$ cat src/hw/fp_mul_pkg.sv
`default_nettype none

package fp_mul_pkg;

  ////////////////////////////////////////////////////////////////////////////
  // binary32 format

  localparam int FLEN       = 32;
  localparam int EXPO_WIDTH = 8;
  localparam int FRAC_WIDTH = 23;
  localparam int BIAS       = 127;

  // bit positions inside fflags (NV DZ OF UF NX, msb first)
  localparam int FLAG_NV = 4;
  localparam int FLAG_OF = 2;
  localparam int FLAG_UF = 1;
  localparam int FLAG_NX = 0;

  typedef logic [FLEN-1:0]           fp_word_t;
  // two extra bits for overflow and for sums below the bias
  typedef logic [EXPO_WIDTH+1:0]     fp_expo_t;
  typedef logic [FRAC_WIDTH:0]       fp_mant_t;
  typedef logic [2*FRAC_WIDTH+1:0]   fp_prod_t;
  typedef logic [4:0]                fp_flags_t;

  typedef enum logic [2:0] {
    RNE = 3'd0,
    RTZ = 3'd1,
    RDN = 3'd2,
    RUP = 3'd3,
    RMM = 3'd4
  } rounding_mode_t;

  localparam fp_word_t CANONICAL_NAN = 32'h7fc00000;

  ////////////////////////////////////////////////////////////////////////////
  // bundles

  typedef struct packed {
    fp_word_t       rs1;
    fp_word_t       rs2;
    rounding_mode_t rm;
  } fp_mul_req_t;

  typedef struct packed {
    logic result_nan;
    logic result_inf;
    logic result_zero;
    logic invalid;
  } fp_special_t;

  // travels next to the mantissa pipeline
  typedef struct packed {
    logic           sign;
    fp_expo_t       expo;
    fp_special_t    special;
    rounding_mode_t rm;
  } fp_mul_stage_t;

  typedef struct packed {
    fp_word_t  rd;
    fp_flags_t fflags;
  } fp_mul_wb_t;

endpackage

`default_nettype wire

$ cat src/hw/fp_operand_classify.sv
`default_nettype none
`timescale 1ns/10ps

module fp_operand_classify (
  input  fp_mul_pkg::fp_mul_req_t   req,
  output fp_mul_pkg::fp_mant_t      mant_a,
  output fp_mul_pkg::fp_mant_t      mant_b,
  output fp_mul_pkg::fp_mul_stage_t stage
);

  logic [fp_mul_pkg::EXPO_WIDTH-1:0] exp_a;
  logic [fp_mul_pkg::EXPO_WIDTH-1:0] exp_b;
  logic [fp_mul_pkg::FRAC_WIDTH-1:0] frac_a;
  logic [fp_mul_pkg::FRAC_WIDTH-1:0] frac_b;
  logic a_zero, a_inf, a_nan, a_snan;
  logic b_zero, b_inf, b_nan, b_snan;
  logic invalid, result_nan, result_inf;

  assign exp_a  = req.rs1[fp_mul_pkg::FLEN-2 -: fp_mul_pkg::EXPO_WIDTH];
  assign exp_b  = req.rs2[fp_mul_pkg::FLEN-2 -: fp_mul_pkg::EXPO_WIDTH];
  assign frac_a = req.rs1[fp_mul_pkg::FRAC_WIDTH-1:0];
  assign frac_b = req.rs2[fp_mul_pkg::FRAC_WIDTH-1:0];

  // exponent field of zero counts as zero, subnormals included
  assign a_zero = (exp_a == '0);
  assign b_zero = (exp_b == '0);
  assign a_inf  = (&exp_a) & (frac_a == '0);
  assign b_inf  = (&exp_b) & (frac_b == '0);
  assign a_nan  = (&exp_a) & (frac_a != '0);
  assign b_nan  = (&exp_b) & (frac_b != '0);
  // quiet bit clear marks a signaling NaN
  assign a_snan = a_nan & ~frac_a[fp_mul_pkg::FRAC_WIDTH-1];
  assign b_snan = b_nan & ~frac_b[fp_mul_pkg::FRAC_WIDTH-1];

  assign mant_a = a_zero ? '0 : {1'b1, frac_a};
  assign mant_b = b_zero ? '0 : {1'b1, frac_b};

  assign invalid    = a_snan | b_snan | (a_inf & b_zero) | (a_zero & b_inf);
  assign result_nan = invalid | a_nan | b_nan;
  assign result_inf = (a_inf | b_inf) & ~result_nan;

  always_comb begin
    stage.sign = req.rs1[fp_mul_pkg::FLEN-1] ^ req.rs2[fp_mul_pkg::FLEN-1];
    // may go negative or past 254, the rounding stage sorts that out
    stage.expo = fp_mul_pkg::fp_expo_t'(exp_a) + fp_mul_pkg::fp_expo_t'(exp_b)
               - fp_mul_pkg::fp_expo_t'(fp_mul_pkg::BIAS);
    stage.special.result_nan  = result_nan;
    stage.special.result_inf  = result_inf;
    stage.special.result_zero = (a_zero | b_zero) & ~result_nan & ~result_inf;
    stage.special.invalid     = invalid;
    stage.rm = req.rm;
  end

endmodule

`default_nettype wire

$ cat src/hw/fp_mant_multiplier.sv
`default_nettype none
`timescale 1ns/10ps

module fp_mant_multiplier (
  input  logic                 clk,
  input  logic                 rst_n,
  input  logic                 advance1,
  input  logic                 advance2,
  input  fp_mul_pkg::fp_mant_t mant_a,
  input  fp_mul_pkg::fp_mant_t mant_b,
  output fp_mul_pkg::fp_prod_t product
);

  fp_mul_pkg::fp_mant_t op_a;
  fp_mul_pkg::fp_mant_t op_b;

  ////////////////////////////////////////////////////////////////////////////
  // stage 1 holds the operands

  always_ff @(posedge clk) begin
    if (!rst_n) begin
      op_a <= '0;
      op_b <= '0;
    end else if (advance1) begin
      op_a <= mant_a;
      op_b <= mant_b;
    end
  end

  ////////////////////////////////////////////////////////////////////////////
  // stage 2 holds the full 48-bit product

  always_ff @(posedge clk) begin
    if (!rst_n) begin
      product <= '0;
    end else if (advance2) begin
      product <= fp_mul_pkg::fp_prod_t'(op_a) * fp_mul_pkg::fp_prod_t'(op_b);
    end
  end

endmodule

`default_nettype wire

$ cat src/hw/fp_exponent_path.sv
`default_nettype none
`timescale 1ns/10ps

module fp_exponent_path #(
  parameter int ID_WIDTH = 4
) (
  input  logic                      clk,
  input  logic                      rst_n,
  input  logic                      advance1,
  input  logic                      advance2,
  input  fp_mul_pkg::fp_mul_stage_t stage_in,
  input  logic [ID_WIDTH-1:0]       id_in,
  output fp_mul_pkg::fp_mul_stage_t stage_out,
  output logic [ID_WIDTH-1:0]       id_out
);

  fp_mul_pkg::fp_mul_stage_t stage1;
  logic [ID_WIDTH-1:0]       id1;

  // stage 1, in step with the operand registers of the multiplier
  always_ff @(posedge clk) begin
    if (!rst_n) begin
      stage1 <= '0;
      id1    <= '0;
    end else if (advance1) begin
      stage1 <= stage_in;
      id1    <= id_in;
    end
  end

  // stage 2, in step with the product register
  always_ff @(posedge clk) begin
    if (!rst_n) begin
      stage_out <= '0;
      id_out    <= '0;
    end else if (advance2) begin
      stage_out <= stage1;
      id_out    <= id1;
    end
  end

endmodule

`default_nettype wire

$ cat src/hw/fp_mul_normalize_round.sv
`default_nettype none
`timescale 1ns/10ps

module fp_mul_normalize_round #(
  parameter int ID_WIDTH = 4
) (
  input  logic                      clk,
  input  logic                      rst_n,
  input  logic                      advance3,
  input  fp_mul_pkg::fp_prod_t      product,
  input  fp_mul_pkg::fp_mul_stage_t stage,
  input  logic [ID_WIDTH-1:0]       id_in,
  output fp_mul_pkg::fp_mul_wb_t    wb,
  output logic [ID_WIDTH-1:0]       wb_id
);

  localparam int FW = fp_mul_pkg::FRAC_WIDTH;

  logic                 top;
  fp_mul_pkg::fp_prod_t shifted;
  fp_mul_pkg::fp_mant_t mant;
  logic                 guard;
  logic                 sticky;
  logic                 round_up;
  logic                 to_inf;
  logic [FW+1:0]        rounded;
  logic [FW-1:0]        frac_out;
  fp_mul_pkg::fp_expo_t expo_norm;
  fp_mul_pkg::fp_expo_t expo_final;
  fp_mul_pkg::fp_mul_wb_t wb_next;

  ////////////////////////////////////////////////////////////////////////////
  // normalize, product is in [1,4)

  assign top       = product[2*FW+1];
  assign shifted   = top ? product : (product << 1);
  assign mant      = shifted[2*FW+1 -: FW+1];
  assign guard     = shifted[FW];
  assign sticky    = |shifted[FW-1:0];
  assign expo_norm = stage.expo + fp_mul_pkg::fp_expo_t'(top);

  ////////////////////////////////////////////////////////////////////////////
  // round

  always_comb begin
    case (stage.rm)
      fp_mul_pkg::RNE: round_up = guard & (sticky | mant[0]);
      fp_mul_pkg::RTZ: round_up = 1'b0;
      fp_mul_pkg::RDN: round_up = stage.sign & (guard | sticky);
      fp_mul_pkg::RUP: round_up = ~stage.sign & (guard | sticky);
      fp_mul_pkg::RMM: round_up = guard;
      default:         round_up = 1'b0;
    endcase
  end

  // overflow goes to infinity unless the mode rounds toward zero for this sign
  always_comb begin
    case (stage.rm)
      fp_mul_pkg::RTZ: to_inf = 1'b0;
      fp_mul_pkg::RDN: to_inf = stage.sign;
      fp_mul_pkg::RUP: to_inf = ~stage.sign;
      default:         to_inf = 1'b1;
    endcase
  end

  assign rounded = {1'b0, mant} + (FW+2)'(round_up);
  // carry out means 1.111.. rounded up to 2.0
  assign frac_out   = rounded[FW+1] ? rounded[FW:1] : rounded[FW-1:0];
  assign expo_final = expo_norm + fp_mul_pkg::fp_expo_t'(rounded[FW+1]);

  ////////////////////////////////////////////////////////////////////////////
  // result select, specials first

  always_comb begin
    wb_next.fflags = '0;
    if (stage.special.result_nan) begin
      wb_next.rd = fp_mul_pkg::CANONICAL_NAN;
      wb_next.fflags[fp_mul_pkg::FLAG_NV] = stage.special.invalid;
    end else if (stage.special.result_inf) begin
      wb_next.rd = {stage.sign, 8'hff, {FW{1'b0}}};
    end else if (stage.special.result_zero) begin
      wb_next.rd = {stage.sign, 31'd0};
    end else if ($signed(expo_norm) < 1) begin
      // subnormal range is flushed
      wb_next.rd = {stage.sign, 31'd0};
      wb_next.fflags[fp_mul_pkg::FLAG_UF] = 1'b1;
      wb_next.fflags[fp_mul_pkg::FLAG_NX] = 1'b1;
    end else if ($signed(expo_final) >= 255) begin
      wb_next.rd = to_inf ? {stage.sign, 8'hff, {FW{1'b0}}}
                          : {stage.sign, 8'hfe, {FW{1'b1}}};
      wb_next.fflags[fp_mul_pkg::FLAG_OF] = 1'b1;
      wb_next.fflags[fp_mul_pkg::FLAG_NX] = 1'b1;
    end else begin
      wb_next.rd = {stage.sign, expo_final[fp_mul_pkg::EXPO_WIDTH-1:0], frac_out};
      wb_next.fflags[fp_mul_pkg::FLAG_NX] = guard | sticky;
    end
  end

  // writeback register, held while ack is low
  always_ff @(posedge clk) begin
    if (!rst_n) begin
      wb    <= '0;
      wb_id <= '0;
    end else if (advance3) begin
      wb    <= wb_next;
      wb_id <= id_in;
    end
  end

endmodule

`default_nettype wire

$ cat src/hw/fp_mul_pipeline_ctrl.sv
`default_nettype none
`timescale 1ns/10ps

module fp_mul_pipeline_ctrl (
  input  logic clk,
  input  logic rst_n,
  input  logic new_request,
  input  logic ack,
  output logic ready,
  output logic advance1,
  output logic advance2,
  output logic advance3,
  output logic done
);

  logic valid1;
  logic valid2;

  // a stage moves when it is empty or the stage ahead moves
  assign advance3 = ack | ~done;
  assign advance2 = ~valid2 | advance3;
  assign advance1 = ~valid1 | advance2;
  assign ready    = advance1;

  always_ff @(posedge clk) begin
    if (!rst_n) begin
      valid1 <= 1'b0;
      valid2 <= 1'b0;
      done   <= 1'b0;
    end else begin
      if (advance1) begin
        valid1 <= new_request;
      end
      if (advance2) begin
        valid2 <= valid1;
      end
      // stage 3 valid is the writeback done
      if (advance3) begin
        done <= valid2;
      end
    end
  end

endmodule

`default_nettype wire

$ cat src/hw/fp_mul_unit.sv
`default_nettype none
`timescale 1ns/10ps

module fp_mul_unit #(
  parameter int ID_WIDTH = 4
) (
  input  logic                    clk,
  input  logic                    rst_n,
  input  logic                    new_request,
  input  fp_mul_pkg::fp_mul_req_t req,
  input  logic [ID_WIDTH-1:0]     id,
  output logic                    ready,
  output logic                    done,
  output fp_mul_pkg::fp_mul_wb_t  wb,
  output logic [ID_WIDTH-1:0]     wb_id,
  input  logic                    ack
);

  logic                      advance1;
  logic                      advance2;
  logic                      advance3;
  fp_mul_pkg::fp_mant_t      mant_a;
  fp_mul_pkg::fp_mant_t      mant_b;
  fp_mul_pkg::fp_mul_stage_t stage0;
  fp_mul_pkg::fp_mul_stage_t stage2;
  fp_mul_pkg::fp_prod_t      product;
  logic [ID_WIDTH-1:0]       id2;

  fp_mul_pipeline_ctrl u_ctrl (
    .clk         (clk),
    .rst_n       (rst_n),
    .new_request (new_request),
    .ack         (ack),
    .ready       (ready),
    .advance1    (advance1),
    .advance2    (advance2),
    .advance3    (advance3),
    .done        (done)
  );

  fp_operand_classify u_classify (
    .req    (req),
    .mant_a (mant_a),
    .mant_b (mant_b),
    .stage  (stage0)
  );

  fp_mant_multiplier u_mant_mul (
    .clk      (clk),
    .rst_n    (rst_n),
    .advance1 (advance1),
    .advance2 (advance2),
    .mant_a   (mant_a),
    .mant_b   (mant_b),
    .product  (product)
  );

  fp_exponent_path #(.ID_WIDTH(ID_WIDTH)) u_expo_path (
    .clk       (clk),
    .rst_n     (rst_n),
    .advance1  (advance1),
    .advance2  (advance2),
    .stage_in  (stage0),
    .id_in     (id),
    .stage_out (stage2),
    .id_out    (id2)
  );

  fp_mul_normalize_round #(.ID_WIDTH(ID_WIDTH)) u_norm_round (
    .clk      (clk),
    .rst_n    (rst_n),
    .advance3 (advance3),
    .product  (product),
    .stage    (stage2),
    .id_in    (id2),
    .wb       (wb),
    .wb_id    (wb_id)
  );

endmodule

`default_nettype wire

$ cat config.mk
export PLATFORM = sky130hd
export DESIGN_NAME = fp_mul_unit
export DESIGN_NICKNAME = d
export VERILOG_FILES = /design/src/hw/fp_mul_pkg.sv /design/src/hw/fp_operand_classify.sv /design/src/hw/fp_mant_multiplier.sv /design/src/hw/fp_exponent_path.sv /design/src/hw/fp_mul_normalize_round.sv /design/src/hw/fp_mul_pipeline_ctrl.sv /design/src/hw/fp_mul_unit.sv
export SDC_FILE = /design/constraint.sdc
export NUM_CORES = 2
export LEC_CHECK = 0
export CELL_PAD_IN_SITES_DETAIL_PLACEMENT = 1
export CELL_PAD_IN_SITES_GLOBAL_PLACEMENT = 1
export CORE_MARGIN = 1.5
export CORE_UTILIZATION = 35
export DETAILED_ROUTE_END_ITERATION = 8
export DONT_BUFFER_PORTS = 1
export GPL_ROUTABILITY_DRIVEN = 1
export PLACE_DENSITY = 0.69
export SETUP_SLACK_MARGIN = 0.05
export SLEW_MARGIN = 30
export SYNTH_ARGS = -nofsm -noshare
export SYNTH_HDL_FRONTEND = slang
export SYNTH_SLANG_ARGS = --single-unit
$ cat constraint.sdc
create_clock -name clk -period 7.4 [get_ports clk]
set_input_delay 2.22 -clock clk [delete_from_list [all_inputs] [get_ports clk]]
set_output_delay 2.22 -clock clk [all_outputs]
set_load 0.005 [all_outputs]
== Word level (Yosys, flattened, before mapping) ==
Index checks and enable logic that the tools add are counted.

* Bits in registers: 183
* Bits in latches: 0
* Memory bits (writable): 0
* ROM bits: 0
* Input port bits: 75
* Output and inout port bits: 43
* Memories: 0

* Add/subtract/negate cells: 5
* Multiply operators: 1
* Div/mod/pow operators: 0
* Magnitude comparators: 2
* Eq/ne operators: 4
* Shift-type cells: 0
* Multiplexer cells: 21
* Bitwise operators: 35
* Reduce and logical (&&, ||, !) cells: 10

{| class="wikitable"
|+ Operator list
! kind !! count
|-
| two-way mux 31 bit || 4
|-
| two-way mux 24 bit || 3
|-
| multiplier 24 x 24 -> 48 bit || 1
|-
| two-way mux 48 bit || 1
|-
| logical NOT 23 bit || 2
|-
| nonzero test 23 bit || 2
|-
| two-way mux 32 bit || 1
|-
| adder 24 x 1 -> 25 bit || 1
|-
| two-way mux 23 bit || 1
|-
| OR reduction 23 bit || 1
|-
| adder 10 x 1 -> 10 bit || 2
|-
| logical NOT 8 bit || 2
|-
| AND reduction 8 bit || 2
|-
| bitwise AND 1 bit || 14
|-
| OR 1 bit || 12
|-
| >= comparator 10 x 9 -> 1 bit, second input constant || 1
|-
| < comparator 10 x 2 -> 1 bit, second input constant || 1
|-
| subtractor 10 x 7 -> 10 bit, second input constant || 1
|-
| adder 8 x 8 -> 9 bit || 1
|-
| two-way mux 3 bit || 3
|-
| NOT 1 bit || 8
|-
| equality test 3 x 2 -> 1 bit, second input constant || 2
|-
| two-way mux 1 bit || 6
|-
| case mux 1 bit (4 select lines) || 1
|-
| other kinds (5) || 5
|}

== Logic depth before layout (Yosys ltp) ==
* Word-level depth: 13
* Depth in mapped cells: 28

== Modules after synthesis ==
A second synthesis with hierarchy kept.

* Cells, all modules: 3292
* Area, all modules: 29437.0 µm²

{| class="wikitable"
|+ Modules (own cells, without submodules)
! module !! instances !! cells each !! area an instance (µm²)
|-
| fp_mant_multiplier || 1 || 2534 || 22870.7
|-
| fp_mul_normalize_round || 1 || 460 || 3688.5
|-
| fp_exponent_path || 1 || 142 || 1714.1
|-
| fp_operand_classify || 1 || 143 || 1033.5
|-
| fp_mul_pipeline_ctrl || 1 || 13 || 130.1
|}

== Worst setup path after synthesis ==
No wires, ideal clock.

* Kind: reg2reg
* From: register u_mant_mul.op_b[3]
* To: register u_mant_mul.product[44]
* Setup time: 139 ps
* Data arrival time: 6839 ps
* Data required time: 7261 ps
* Path slack: 422 ps
* Cell stages (with the launch flop): 27
* Period minus slack after synthesis: 6978 ps
* Cells stage by stage: dfxtp_1 -> clkbuf_1 -> clkbuf_1 -> nand2_1 -> fa_1 -> inv_1 -> fa_1 -> inv_1 -> fa_1 -> inv_1 -> fa_1 -> fa_1 -> fa_1 -> inv_1 -> fa_1 -> inv_1 -> ha_1 -> a21oi_1 -> o21ai_1 -> a21o_1 -> a2111oi_0 -> a211oi_1 -> o31ai_1 -> o21ai_1 -> a2111o_1 -> a21oi_1 -> a2111oi_0

* Cells in the longest elaborated chain, start to end: 1

{| class="wikitable"
|+ RTL lines
! element !! line !! text
|-
| from (decl) || fp_mant_multiplier.sv:15 || <nowiki>fp_mul_pkg::fp_mant_t op_b;</nowiki>
|-
| from (signal assigned) || fp_mant_multiplier.sv:26 || <nowiki>op_b <= mant_b;</nowiki>
|-
| multiplier 24 x 24 -> 48 bit || fp_mant_multiplier.sv:37 || <nowiki>product <= fp_mul_pkg::fp_prod_t'(op_a) * fp_mul_pkg::fp_prod_t'(op_b);</nowiki>
|-
| to (signal assigned) || fp_mant_multiplier.sv:37 ||
|-
| to (decl) || fp_mant_multiplier.sv:11 || <nowiki>output fp_mul_pkg::fp_prod_t product</nowiki>
|}

Every way passes these cells.
A chain may end at the register's enable or synchronous reset.

== Final worst setup path ==
* From: register u_mant_mul.op_b[0]
* To: register u_mant_mul.product[44]

The elaborated chain is that of the path after synthesis.

==> flow_summary.ini <==
[worst_setup_path]
worstPathRequired_ns = 7.74
signal_arrival_time_at_the_worst_endpoint_ns = 7.42
path_depth = 25
cp_num_buf_inv = 6
worst-r2r-cell-count = 25
path_class = flop to flop
setup.worst_path.end_class = flop
path_delay_family = adder cells
max_stage_delay_ns = 0.59
critical_path.most_common_cell = sky130_fd_sc_hd__fa_1
maximum_fanout_along_the_worst_path = 9
critPathLaunchType = flop
critical-path-slowest-cell = sky130_fd_sc_hd__fa_1

[drt]
drt_pre_antenna_iters = 5
vias_per_cell = 5.06
route.detailed.drc = 0
totalWireLength_mm = 83.5
antenna_nets_post_route = 0
route.detailed.wl_per_inst_um = 19.8
drt-initial-drc-count = 997
via_count = 21400

[sta]
layout_min_cycle_time_ns = 7.08
timing.fmax_mhz = 141
finalHoldViolations = 0
final_min_period_over_clock_period = 0.957
max_slew.worst_pin.slew_ns = 0.931
tns_ns = 0
slew_viol_final = 0
finalClockSkew_ns = 0.0184
maxSlewHeadroom = 0.375
grt_setup_unrepaired = yes
final_setup_violation_count = 0
final_worst_setup_slack_ns = 0.320

[synth]
synth-edff-count = 0
synth.yosys.seq_area_share = 0.134
avgSynthCellArea_um2 = 8.55
synth.cell_area_um2 = 27300
ys_dominant_reg_cell = sky130_fd_sc_hd__dfxtp_1
synth_async_reset_ratio = 0
syn-num-nets = 3939
synth_cell_types = 81
yosysWarningCount = 0
synth_instances = 3192
ff_latch_count_synth = 183

[finish]
design.final.nets = 3917
num_antenna_cells = 0
area.growth.synth_to_final_pct = 9.04
ratio_of_cells_with_drive_above_1_in_the_final_layout = 0.0773
fill_cell_total_of_the_finished_layout = 9178
design_area_um2 = 29700

[global_routing]
antenna_violations_before_repair = 2
grt-ovfl-total = 0
globalRouteTotalUtil = 0.218
grt_start_max_net_pins = 71
via_count_of_the_first_global_routing_pass = 23600
grt_first_pass_wirelength_mm = 133

[floorplan]
ios = 118
dieArea_um2 = 79600
core_area_um2 = 77300
total_number_of_placement_rows = 102
chipWidth_um = 282
initial_core_utilization = 0.353
die_h_um = 282

[cts]
clock_sinks = 183
cts_made_buffers = 17
worstSkewPairLatency_ns = 0.50
cts.repair_timing.setup_buffer_count = 0
htree_levels = 4
cts-root-to-sink-buffers = 2
clock_edge_transition_at_the_registers_on_the_reported_setup_and_hold_paths_ns = 0.08
tritoncts_clock_tree = built
clockRootBuffer = sky130_fd_sc_hd__clkbuf_16
post_cts_hold_buffer_count = 0

[place]
post-dp-hpwl_mm = 69.2
dpl-instance-area_um2 = 29000
place_worst_setup_slack_ns = -0.00894
finalWeightedCongestion = 0.876
numPortBuffers = 0

[flow_run]
max_cap_viol_count = 0

[pwr]
peakVddDrop_v = 0.000229
pwr_density_cell_nw_per_um2 = 208
power.static_leakage_nw = 14.3
finalPower_mw = 6.20

[min_path]
whs_path_depth = 2
timing.hold.worst.class = flop to flop

[run_status]
run_status = completed
## synth_stat cells, drive strengths merged, types with 3 or more instances
| master | number | area [µm²] |
|---|---|---|
| o31ai | 3 | 22.5 |
| and3 | 14 | 87.6 |
| and2 | 295 | 1850 |
| and4 | 5 | 43.8 |
| fa | 483 | 9670 |
| o221a | 6 | 67.6 |
| nand3 | 32 | 173 |
| mux2i | 6 | 60.1 |
| xnor2 | 50 | 445 |
| o21bai | 13 | 97.6 |
| dfxtp | 183 | 3660 |
| a21oi | 151 | 756 |
| nor2b | 11 | 68.8 |
| nand4 | 20 | 125 |
| or4 | 5 | 41.3 |
| or2 | 4 | 25.0 |
| xor2 | 26 | 228 |
| o21a | 4 | 31.3 |
| nor3 | 27 | 140 |
| a211o | 6 | 52.6 |
| nor4 | 24 | 171 |
| nor2 | 136 | 510 |
| nand2b | 12 | 82.6 |
| a31oi | 11 | 68.8 |
| a22oi | 48 | 360 |
| a211oi | 27 | 203 |
| nand2 | 492 | 1850 |
| clkbuf | 160 | 602 |
| inv | 565 | 2120 |
| a21o | 36 | 270 |
| or3 | 7 | 43.8 |
| buf | 22 | 120 |
| ha | 189 | 2360 |
| a221o | 4 | 40.0 |
| o211ai | 10 | 80.1 |
| o21ai | 63 | 360 |
| a311oi | 6 | 52.6 |
| a2111oi | 3 | 32.5 |
## registers in the layout, indices dropped and copies added, names as in the netlist
name                   cells
u_mant_mul.product        48
u_expo_path.id_out         4
u_norm_round.wb           36
u_mant_mul.op_a           24
u_mant_mul.op_b           24
u_norm_round.wb_id         4
u_ctrl.valid1              1
u_expo_path.stage_out     18
u_expo_path.stage1        18
u_expo_path.id1            4
u_ctrl.valid2              1
u_ctrl.done                1
## where the power goes
part	switching [mW]	internal [mW]
sequential	0.190	1.14
clock	0.507	0.492
combinational	2.20	1.67
## layout by cell type, fill, tap and decap left out, types with 6 or more instances in the layout
| cell | n |
|---|---|
| sky130_fd_sc_hd__xnor2_1 | 49 |
| sky130_fd_sc_hd__mux2i_1 | 6 |
| sky130_fd_sc_hd__a311oi_1 | 6 |
| sky130_fd_sc_hd__a211oi_1 | 27 |
| sky130_fd_sc_hd__nand4_1 | 20 |
| sky130_fd_sc_hd__o21ai_2 | 9 |
| sky130_fd_sc_hd__a31oi_1 | 11 |
| sky130_fd_sc_hd__nand3_1 | 31 |
| sky130_fd_sc_hd__o21ai_1 | 9 |
| sky130_fd_sc_hd__nor4_1 | 20 |
| sky130_fd_sc_hd__o21ai_0 | 44 |
| sky130_fd_sc_hd__and2_1 | 294 |
| sky130_fd_sc_hd__dfxtp_1 | 163 |
| sky130_fd_sc_hd__nand2b_1 | 11 |
| sky130_fd_sc_hd__a211o_1 | 6 |
| sky130_fd_sc_hd__a21o_1 | 36 |
| sky130_fd_sc_hd__buf_12 | 7 |
| sky130_fd_sc_hd__o211ai_1 | 9 |
| sky130_fd_sc_hd__and3_1 | 13 |
| sky130_fd_sc_hd__ha_1 | 189 |
| sky130_fd_sc_hd__nand2_1 | 491 |
| sky130_fd_sc_hd__fa_1 | 483 |
| sky130_fd_sc_hd__nor2b_1 | 11 |
| sky130_fd_sc_hd__a22oi_1 | 48 |
| sky130_fd_sc_hd__o221a_2 | 6 |
| sky130_fd_sc_hd__nor2_1 | 134 |
| sky130_fd_sc_hd__nor3_1 | 26 |
| sky130_fd_sc_hd__clkbuf_16 | 17 |
| sky130_fd_sc_hd__dfxtp_2 | 19 |
| sky130_fd_sc_hd__buf_4 | 131 |
| sky130_fd_sc_hd__xor2_1 | 26 |
| sky130_fd_sc_hd__a21oi_1 | 148 |
| sky130_fd_sc_hd__o21bai_1 | 13 |
| sky130_fd_sc_hd__inv_1 | 563 |
| sky130_fd_sc_hd__or3_1 | 7 |
## routing by layer
metal	part of all wire	global-route usage	vias to the layer above
li1	-	-	9845
met1	0.46	0.291	11000
met2	0.46	0.362	447
met3	0.060	0.0430	86
met4	0.018	0.0522	2
met5	0.00014	0	-
## final cells by class
type	instances	area (µm²)	share of cell area
repair buffers	141	1160	0.0389
inverters	566	2130	0.0716
well taps	1040	1300	0.0437
clock buffers	17	425	0.0143
clock inverters	15	196	0.00660
multi-input cells	2261	20800	0.701
flip-flops and latches	183	3690	0.124
## cell families after synthesis
family / count (synthesis) / share of synthesized area
AOI/OAI and AO/OA: 414 / 0.0997
xor gates and xnor gates: 76 / 0.0247
adders and majority gates: 672 / 0.441
buffers and inverters: 748 / 0.104
DFF: 183 / 0.134
muxes: 8 / 0.00303
other: 1 / 0.000137
and+or+nand+nor: 1090 / 0.193
## worst reg2reg max path, stage by stage (launching register included)
cell	delay (ns)
sky130_fd_sc_hd__dfxtp_2	0.38
sky130_fd_sc_hd__and2_1	0.22
sky130_fd_sc_hd__fa_1	0.59
sky130_fd_sc_hd__inv_1	0.08
sky130_fd_sc_hd__fa_1	0.53
sky130_fd_sc_hd__inv_1	0.05
sky130_fd_sc_hd__fa_1	0.46
sky130_fd_sc_hd__fa_1	0.45
sky130_fd_sc_hd__fa_1	0.47
sky130_fd_sc_hd__fa_1	0.54
sky130_fd_sc_hd__inv_1	0.05
sky130_fd_sc_hd__fa_1	0.47
sky130_fd_sc_hd__inv_1	0.05
sky130_fd_sc_hd__ha_1	0.32
sky130_fd_sc_hd__a21oi_2	0.17
sky130_fd_sc_hd__o21ai_1	0.08
sky130_fd_sc_hd__a21o_1	0.24
sky130_fd_sc_hd__a2111oi_4	0.35
sky130_fd_sc_hd__buf_4	0.17
sky130_fd_sc_hd__a211oi_1	0.07
sky130_fd_sc_hd__buf_4	0.16
sky130_fd_sc_hd__o31ai_2	0.22
sky130_fd_sc_hd__o21ai_1	0.11
sky130_fd_sc_hd__a2111o_1	0.43
sky130_fd_sc_hd__a21oi_1	0.15
sky130_fd_sc_hd__a2111oi_0	0.09
## worst paths after layout
| check | start | endpoint | slack [ns] |
|---|---|---|---|
| worst max-delay path | u_mant_mul.op_b[0] | u_mant_mul.product[44] | 0.32 |
| worst min register to register | u_mant_mul.product[10] | u_mant_mul.product[10] | 0.45 |
| worst min-delay path | u_mant_mul.product[10] | u_mant_mul.product[10] | 0.45 |
| worst max register to register | u_mant_mul.op_b[0] | u_mant_mul.product[44] | 0.32 |
## stage by stage
step / hold slack, ns / util / instances
after floorplan: 0.432 / - / 3192
after global placement: 0.442 / 0.375 / 4191
after CTS: 0.457 / 0.384 / 4223
after detailed placement: 0.447 / 0.375 / 4191
after global routing: 0.477 / 0.385 / 4223
final: 0.455 / 0.385 / 4223
## timing repair
item,CTS,global route
pin swaps,0,0
setup endpoints to repair,2,14
gates resized for setup,2,33
cloned,0,0
Power figures use the tool's default switching activity.
